==> src/source/pingpong_pkg.sv <==
package pingpong_pkg;

    typedef logic [3:0] count_t;   // counter value and both bounds
    typedef logic [6:0] seg_t;     // active low, bit 0 drives segment a
    typedef logic [3:0] anode_t;   // active low digit enables

    typedef enum logic [1:0] {
        DIGIT_DIR_LO = 2'd0,
        DIGIT_DIR_HI = 2'd1,
        DIGIT_ONES   = 2'd2,
        DIGIT_TENS   = 2'd3
    } digit_t;

    typedef struct packed {
        count_t count;
        logic   up;     // 1 while counting up
    } counter_state_t;

    typedef struct packed {
        logic clear;
        logic flip;
    } press_t;

    typedef struct packed {
        logic step;
        logic scan;
    } tick_t;

    localparam int DEBOUNCE_LEN = 16;
    localparam int STEP_BITS    = 26;   // roughly 0.67 s per step at 100 MHz
    localparam int SCAN_BITS    = 16;

    localparam seg_t SEG_UP   = 7'b1011100;
    localparam seg_t SEG_DOWN = 7'b1100011;

    // index is the decimal digit
    localparam seg_t SEG_DIGIT [10] = '{
        7'b1000000, 7'b1111001, 7'b0100100, 7'b0110000, 7'b0011001,
        7'b0010010, 7'b0000010, 7'b1111000, 7'b0000000, 7'b0010000
    };

endpackage

==> src/source/button_conditioner.sv <==
`timescale 1ns/1ns

module button_conditioner #(
    parameter int debounce_len = pingpong_pkg::DEBOUNCE_LEN
) (
    input  logic clk,
    input  logic rst,
    input  logic button,
    output logic press
);

    logic [debounce_len-1:0] history;
    logic                    level;
    logic                    level_q;

    // the button counts as pressed only after a full window of high samples
    assign level = &history;

    always_ff @(posedge clk) begin
        if (rst) begin
            history <= '0;
        end else begin
            history <= {history[debounce_len-2:0], button};
        end
    end

    always_ff @(posedge clk) begin
        if (rst) begin
            level_q <= 1'b0;
            press   <= 1'b0;
        end else begin
            level_q <= level;
            press   <= level & ~level_q;   // one cycle on the debounced rising edge
        end
    end

    // a held button gives one press, never a train of them
    assert property (@(posedge clk) disable iff (rst) press |=> !press)
        else $error("press strobe lasted more than one cycle");

endmodule

==> src/source/tick_generator.sv <==
`timescale 1ns/1ns

module tick_generator #(
    parameter int step_bits = pingpong_pkg::STEP_BITS,
    parameter int scan_bits = pingpong_pkg::SCAN_BITS
) (
    input  logic                clk,
    input  logic                rst,
    input  logic                restart,
    output pingpong_pkg::tick_t ticks
);

    logic [step_bits-1:0] step_cnt;
    logic [scan_bits-1:0] scan_cnt;

    always_ff @(posedge clk) begin
        if (rst || restart) begin
            step_cnt <= '0;
            scan_cnt <= '0;
            ticks    <= '0;
        end else begin
            step_cnt   <= step_cnt + 1'b1;
            scan_cnt   <= scan_cnt + 1'b1;
            ticks.step <= &step_cnt;   // strobe lines up with the wrap to zero
            ticks.scan <= &scan_cnt;
        end
    end

endmodule

==> src/source/pingpong_counter.sv <==
`timescale 1ns/1ns

module pingpong_counter (
    input  logic                         clk,
    input  logic                         rst,
    input  logic                         enable,
    input  pingpong_pkg::count_t         min_bound,
    input  pingpong_pkg::count_t         max_bound,
    input  logic                         step,
    input  pingpong_pkg::press_t         presses,
    output pingpong_pkg::counter_state_t state
);

    import pingpong_pkg::*;

    counter_state_t next;
    logic           allowed;

    // the count freezes outside the bounds and when the bounds collapse to one value
    assign allowed = enable
                  && (state.count >= min_bound)
                  && (state.count <= max_bound)
                  && (min_bound != max_bound);

    always_comb begin
        next = state;
        if (allowed) begin
            if (step) begin
                if (state.count == max_bound) begin
                    next.count = state.count - 1'b1;
                    next.up    = 1'b0;
                end else if (state.count == min_bound) begin
                    next.count = state.count + 1'b1;
                    next.up    = 1'b1;
                end else if (presses.flip) begin
                    // reverse now and take this step the other way
                    next.count = state.up ? state.count - 1'b1 : state.count + 1'b1;
                    next.up    = ~state.up;
                end else begin
                    next.count = state.up ? state.count + 1'b1 : state.count - 1'b1;
                end
            end else if (presses.flip) begin
                next.up = ~state.up;   // no step this cycle, so only the direction turns
            end
        end
    end

    always_ff @(posedge clk) begin
        if (rst || presses.clear) begin
            state.count <= min_bound;
            state.up    <= 1'b1;
        end else begin
            state <= next;
        end
    end

    property step_stays_in_range;
        @(posedge clk) disable iff (rst)
            (allowed && step && !presses.clear)
            |=> (state.count >= $past(min_bound)) && (state.count <= $past(max_bound));
    endproperty

    assert property (step_stays_in_range)
        else $error("step left the range, count %h", state.count);

endmodule

==> src/source/display_scanner.sv <==
`timescale 1ns/1ns

module display_scanner (
    input  logic                         clk,
    input  logic                         rst,
    input  logic                         scan,
    input  pingpong_pkg::counter_state_t state,
    output pingpong_pkg::anode_t         anodes,
    output pingpong_pkg::seg_t           segs
);

    import pingpong_pkg::*;

    digit_t digit;
    count_t ones;
    logic   tens;
    seg_t   dir_glyph;
    seg_t   seg_next;

    assign tens      = (state.count > 4'd9);
    assign ones      = tens ? state.count - 4'd10 : state.count;
    assign dir_glyph = state.up ? SEG_UP : SEG_DOWN;

    always_comb begin
        case (digit)
            DIGIT_DIR_LO: seg_next = dir_glyph;
            DIGIT_DIR_HI: seg_next = dir_glyph;
            DIGIT_ONES:   seg_next = SEG_DIGIT[ones];
            default:      seg_next = SEG_DIGIT[tens ? 1 : 0];
        endcase
    end

    // scan order runs from the rightmost digit to the left
    always_ff @(posedge clk) begin
        if (rst) begin
            digit <= DIGIT_DIR_LO;
        end else if (scan) begin
            case (digit)
                DIGIT_DIR_LO: digit <= DIGIT_DIR_HI;
                DIGIT_DIR_HI: digit <= DIGIT_ONES;
                DIGIT_ONES:   digit <= DIGIT_TENS;
                default:      digit <= DIGIT_DIR_LO;
            endcase
        end
    end

    always_ff @(posedge clk) begin
        if (rst) begin
            anodes <= 4'b1110;
            segs   <= SEG_UP;   // counter comes out of reset counting up
        end else begin
            anodes <= ~(anode_t'(1) << digit);
            segs   <= seg_next;
        end
    end

    // two lit digits would mix their segments on the board
    assert property (@(posedge clk) disable iff (rst) $onehot(~anodes))
        else $error("anodes %h do not select exactly one digit", anodes);

endmodule

==> src/source/pingpong_top.sv <==
`timescale 1ns/1ns

module pingpong_top #(
    parameter int debounce_len = pingpong_pkg::DEBOUNCE_LEN,
    parameter int step_bits    = pingpong_pkg::STEP_BITS,
    parameter int scan_bits    = pingpong_pkg::SCAN_BITS
) (
    input  logic                 clk,
    input  logic                 rst,
    input  logic                 enable,
    input  logic                 clear_button,
    input  logic                 flip_button,
    input  pingpong_pkg::count_t min_bound,
    input  pingpong_pkg::count_t max_bound,
    output pingpong_pkg::anode_t anodes,
    output pingpong_pkg::seg_t   segs
);

    import pingpong_pkg::*;

    wire press_t    presses;   // each field comes from its own conditioner
    tick_t          ticks;
    counter_state_t state;

    button_conditioner #(.debounce_len(debounce_len)) clear_cond (
        .clk    (clk),
        .rst    (rst),
        .button (clear_button),
        .press  (presses.clear)
    );

    button_conditioner #(.debounce_len(debounce_len)) flip_cond (
        .clk    (clk),
        .rst    (rst),
        .button (flip_button),
        .press  (presses.flip)
    );

    tick_generator #(.step_bits(step_bits), .scan_bits(scan_bits)) ticker (
        .clk     (clk),
        .rst     (rst),
        .restart (presses.clear),   // clear also restarts both dividers
        .ticks   (ticks)
    );

    pingpong_counter counter (
        .clk       (clk),
        .rst       (rst),
        .enable    (enable),
        .min_bound (min_bound),
        .max_bound (max_bound),
        .step      (ticks.step),
        .presses   (presses),
        .state     (state)
    );

    display_scanner scanner (
        .clk    (clk),
        .rst    (rst),
        .scan   (ticks.scan),
        .state  (state),
        .anodes (anodes),
        .segs   (segs)
    );

endmodule

==> config.mk <==
export PLATFORM = sky130hd
export DESIGN_NAME = pingpong_top
export DESIGN_NICKNAME = d
export VERILOG_FILES = /design/src/source/pingpong_pkg.sv /design/src/source/button_conditioner.sv /design/src/source/tick_generator.sv /design/src/source/pingpong_counter.sv /design/src/source/display_scanner.sv /design/src/source/pingpong_top.sv
export SDC_FILE = /design/constraint.sdc
export NUM_CORES = 1
export LEC_CHECK = 0
export CAP_MARGIN = 20
export CORE_MARGIN = 2
export CORE_UTILIZATION = 60
export DETAILED_ROUTE_END_ITERATION = 10
export DONT_BUFFER_PORTS = 1
export MAX_ROUTING_LAYER = met4
export PLACE_DENSITY = 0.76
export SLEW_MARGIN = 0
export SYNTH_ARGS = -nofsm -noshare
export SYNTH_HDL_FRONTEND = slang
export SYNTH_SLANG_ARGS = --single-unit
==> constraint.sdc <==
create_clock -name clk -period 3.02 [get_ports clk]
set_clock_uncertainty 0.15 [all_clocks]
set_input_delay 0.453 -clock clk [delete_from_list [all_inputs] [get_ports clk]]
set_output_delay 0.453 -clock clk [all_outputs]
set_load 0.05 [all_outputs]
; Yosys cells after proc, flatten, opt, wreduce, memory -nomap -nowiden
; Memory sizes are Yosys's and may differ from the RTL's.
; Cells that the tools add are included.
[word_totals]
ff_bits = 98
rom_bits = 224
input_bits = 13
output_inout_bits = 11
elab_cells = 73
mem_count = 2
[classes]
n_addsub = 5
order_cmp = 5
eq_ne = 5
shifts = 1
mux = 19
n_bitwise = 8
reduce_logical = 13
[memory_table]
columns = name, words, word_bits, rd, rd_ports_with_merged_regs, write_ports, line
row1 = (name not given), 16, 7, 1, 0, 0, display_scanner.sv:28  ; DIGIT_ONES: seg_next = SEG_DIGIT[ones];
row2 = (name not given), 16, 7, 1, 0, 0, display_scanner.sv:29  ; default: seg_next = SEG_DIGIT[tens ? 1 : 0];
[ops]
columns = operator, n
row1 = 16-bit AND reduction, 3
row2 = 32-bit by 5-bit >= comparator with 1-bit output (second input constant), 1
row3 = 32-bit inverter, 1
row4 = 7-bit two-way mux, 4
row5 = 26-bit by 1-bit adder with 26-bit output (second input constant), 1
row6 = 26-bit AND reduction, 1
row7 = 4-bit two-way mux, 5
row8 = 5-bit two-way mux, 4
row9 = 16-bit by 1-bit adder with 16-bit output (second input constant), 1
row10 = 7-bit case mux with 2 select lines, 1
row11 = 4-bit equality test, 2
row12 = 6-bit two-way mux, 1
row13 = 2-bit case mux with 3 select lines, 1
row14 = 5-bit >= comparator (second input constant), 1
row15 = 4-bit inverter with 5-bit output, 1
row16 = 4-bit by 1-bit adder with 4-bit output (second input constant), 1
row17 = 4-bit >= comparator, 1
row18 = 4-bit greater-than comparator (second input constant), 1
row19 = 4-bit less-or-equal comparator, 1
row20 = 4-bit != test, 1
row21 = 4-bit inverter, 1
row22 = 2-bit nonzero test, 2
row23 = 1-bit by 2-bit << shifter with 4-bit output (first input constant), 1
row24 = 4-bit by 1-bit subtractor with 4-bit output (second input constant), 1
row25 = 11 further kinds, 18

; Depth between registers and ports, before layout
[depth]
depth_word = 8
mapped_depth = 11
mapped_depth_nobuf = 10

; Cells and area by module
; From an unflattened synthesis, not the netlist that was laid out.
[hier_totals]
hier_cells = 456
hier_area_um2 = 4315.4
[by_module_without_submodules]
columns = module, n_inst, cells_per_inst, area_per_inst_um2
row1 = tick_generator, 1, 213, 1918.1
row2 = button_conditioner, 2, 44, 538.0
row3 = display_scanner, 1, 90, 744.5
row4 = pingpong_counter, 1, 65, 576.8

; Worst setup path before layout
; OpenSTA, ideal clock, no wires.
[synth_path]
path_kind = flip-flop to flip-flop
from = register, netlist name counter.state[1]
to = register scanner.segs[5]
arrival_ns = 2.254
t_required_ns = 2.791
slack_ns = 0.537
stages_incl_launch_ff = 12
synth_period_minus_slack_ns = 2.483
cell_sequence = edfxtp_1 > clkbuf_1 > inv_1 > ha_1 > o21bai_1 > nand2_1 > xnor2_1 > inv_1 > ha_1 > nor2_1 > a311o_1 > a211oi_2
[synth_via]
elab_chain_len = 7
[synth_rtl]
columns = item, line
row1 = 4-bit subtractor / 4-bit greater-than comparator (equally long branches), "display_scanner.sv:21, display_scanner.sv:20"
row2 = 4-bit two-way mux / 1-bit two-way mux (equally long branches), "display_scanner.sv:21, display_scanner.sv:29"
row3 = 4-bit inverter with 5-bit output (implied by the code) / 32-bit inverter (equally long branches), "display_scanner.sv:28, display_scanner.sv:29"
row4 = "memory read 16 x 7 bit, on equally long branches", n/a
row5 = "7-bit two-way mux, on equally long branches (2 in series)", "display_scanner.sv:28, display_scanner.sv:29"
row6 = 7-bit case mux with 2 select lines (*), display_scanner.sv:25  ; case (digit)
row7 = to (signal assigned), display_scanner.sv:53  ; segs <= seg_next;
row8 = to (decl), display_scanner.sv:9  ; output pingpong_pkg::seg_t segs
; Mark *: on every way between the ends. The rest lies on a longest branch, timed or not. The select of a mux whose other input is x is not followed.
; A chain may end at the register's enable or synchronous reset.

; Worst setup path in the final report
[layout_path]
from = register, netlist name counter.state[3]
to = register, netlist name counter.state[1]
[layout_via]
elab_chain_len = 6
[layout_rtl]
columns = item, line
row1 = 4-bit >= comparator, pingpong_counter.sv:21  ; && (state.count >= min_bound)
row2 = 1-bit logical AND, pingpong_counter.sv:21
row3 = 1-bit logical AND (*), pingpong_counter.sv:22  ; && (state.count <= max_bound)
row4 = 1-bit logical AND (*), pingpong_counter.sv:23  ; && (min_bound != max_bound);
row5 = 2-bit nonzero test (no line) (*), n/a
row6 = 2-bit AND reduction (no line) (*), n/a
; Mark *: on every way between the ends. The rest lies on a longest branch, timed or not.

==> impl_metrics.tcl <==
set metrics [dict create \
    clk_latency_ps 370 \
    tightestPinTransition_ps 866.9 \
    power_leakage_nw 1.722 \
    max-vdd-ir-drop_uv 280.2 \
    overflow 0 \
    syn_area_um2 4175 \
    grt_pass1_vias 2680 \
    hold_class "input pin to flop" \
    drtIter0Drc 163 \
    areaGrowthSynthToFinish_pct 6.143 \
    grt_use_total 0.2021 \
    avgRoutedWirePerCell_um 13.61 \
    async_flop_share 0 \
    grt_max_degree 48 \
    synth_ff_type "dfxtp_1" \
    clk_pin_slew_worst_paths_ps 110 \
    yosysUniqueCellTypes 45 \
    layout_commonest_cell "dfxtp_1" \
    fmax_mhz 361.6 \
    initial_core_util 0.6180 \
    antenna_found_initial 0 \
    dpl-instance-area_um2 4214 \
    cts_tree "built" \
    period_needed_ps 2765 \
    crit_path_max_fanout 7 \
    fin_tns_setup_ps 0 \
    fin_crit_sh 0.9156 \
    hold_viol 0 \
    cts_buffers 9 \
    die_height_um 87.42 \
    drc 0 \
    totalWireLength_um 7066 \
    arrival_ps 2620 \
    htreeDepth 3 \
    first_pass_iters 5 \
    fp-row-count 30 \
    fill_cells 541 \
    status "finished, final reports clean" \
    preCtsSetupSlack_ps 318.5 \
    setup_viol 0 \
    ant_nets 0 \
    n_antenna_cell 0 \
    grt_pass1_wl_um 11740 \
    timing.final.ws_setup_ps 254.8 \
    place_inst 502 \
    io_pins 24 \
    power_density_nw_per_um2 521.1 \
    io_buffers 0 \
    synth-seq-cells 98 \
    synth_edf_count 4 \
    final_cells 519 \
    yosysWarnings 0 \
    cts.sinks 98 \
    end_kind "flop" \
    vias 2871 \
    via_per_inst 5.532 \
    cts_buffer_depth 2 \
    layout.nets 471 \
    synth_seq_area_share 0.4795 \
    stdcell_area_um2 4432 \
    die_area_um2 7642 \
    relSlewSlack 0.4221 \
    crit_path_start_kind "flop" \
    syn_inst 437 \
    dp_hpwl_um 4902 \
    mostFrequentLayoutCells "94 x dfxtp_1, 51 x nor2_1, 36 x nor2b_1, 29 x xor2_1, 25 x nand2_1" \
    worstSetupPathType "flop to flop" \
    drv_cap 0 \
    gp_congestion 0.8222 \
    clockRootBuffer "clkbuf_8" \
    cp.required_ps 2870 \
    syn_nets 474 \
    avgSynthCellArea_um2 9.554 \
    rsz0062_at_grt "false" \
    core_area_um2 6756 \
    cts-resized-gates 0 \
    drive_above_1_share 0.06606 \
    maxSlewViolCount 0 \
    die_w_um 87.42 \
]
[cell usage after synthesis (6+ instances only)]
cell type | number | area (µm²)
nor2b_1 | 36 | 225.2
nand3_1 | 23 | 115.1
and3_1 | 8 | 50.05
dfxtp_1 | 94 | 1882
and4_1 | 8 | 70.07
nand2_1 | 25 | 93.84
clkbuf_1 | 9 | 33.78
xor2_1 | 29 | 254.0
ha_1 | 24 | 300.3
a21oi_1 | 6 | 30.03
o21ai_0 | 11 | 55.05
nand4_1 | 16 | 100.1
xnor2_1 | 15 | 131.4
and2_1 | 7 | 43.79
nor2_1 | 51 | 191.4
inv_1 | 15 | 56.30
[state kept, by name, summed over array words and instances, names as in the netlist]
signal              count
clear_cond.history     16
clear_cond.level_q      1
clear_cond.press        1
counter.state           5
flip_cond.history      16
flip_cond.level_q       1
flip_cond.press         1
scanner.anodes          4
scanner.digit           2
scanner.segs            7
ticker.scan_cnt        16
ticker.step_cnt        26
ticker.ticks            2
[power by group]
part           total [mW]  leakage [nW]  internal [mW]  switching [mW]
combinational       0.152         0.828         0.0620          0.0904
clock               0.827        0.0942          0.325           0.502
sequential           1.33         0.800           1.32          0.0142
total                2.31          1.72           1.70           0.607
[stage by stage]
stage	hold slack [ps]	util	total power [mW]
after global placement	222.4	0.6237	1.491
after global routing	26.34	0.6559	2.401
after CTS	17.13	0.6559	2.326
after floorplan	217.4	-	1.476
final	31.53	0.6559	2.310
after detailed placement	226.1	0.6237	1.501
[kinds of logic after synthesis]
kind of cell / share of synthesized area
XOR/XNOR: 0.09230
AND/OR/NAND/NOR: 0.2475
multiplexers: 0.009590
buffers and inverters: 0.02997
flip-flops: 0.4795
AO/OA/AOI/OAI: 0.06923
adder cells (fa/ha/maj): 0.07192
[path summary, 6_finish.rpt]
check | slack, ps | start | cells past startpoint | endpoint
setup / recovery | 250 | counter.state[3] | 6 | counter.state[1]
hold / removal | 30 | rst | 1 | scanner.anodes[3]
setup reg to reg | 250 | counter.state[3] | 6 | counter.state[1]
hold reg to reg | 240 | flip_cond.level_q | 1 | flip_cond.press
[critical path, cell delays in order, from the launching register on]
cell	delay [ps]
edfxtp_1	530
ha_1	370
a21oi_1	160
nor2b_1	60
o31ai_1	330
nand3_1	260
o21ai_0	550
[metal layers]
metal	vias up	part of all wire	track usage
met5	-	0	-
met1	1336	0.48	0.2581
li1	1476	-	-
met3	10	0.034	0.04360
met2	49	0.47	0.3106
met4	0	0.017	0.08531
[final cells by class]
| cell class | instances | area (µm²) | share of cell area |
|---|---|---|---|
| clock buffer | 9 | 123.9 | 0.02795 |
| clock inverter | 7 | 73.82 | 0.01666 |
| inverter | 15 | 56.30 | 0.01270 |
| multi-input combinational | 308 | 2048 | 0.4622 |
| sequential | 98 | 2002 | 0.4517 |
| tap | 80 | 100.1 | 0.02259 |
| timing repair buffer | 2 | 27.53 | 0.006211 |
[timing repair]
item	in CTS	in global routing
hold buffers	1	0
hold endpoints to repair	38	0
setup buffers	0	0
No activity file was read; power rests on OpenSTA's default activity.
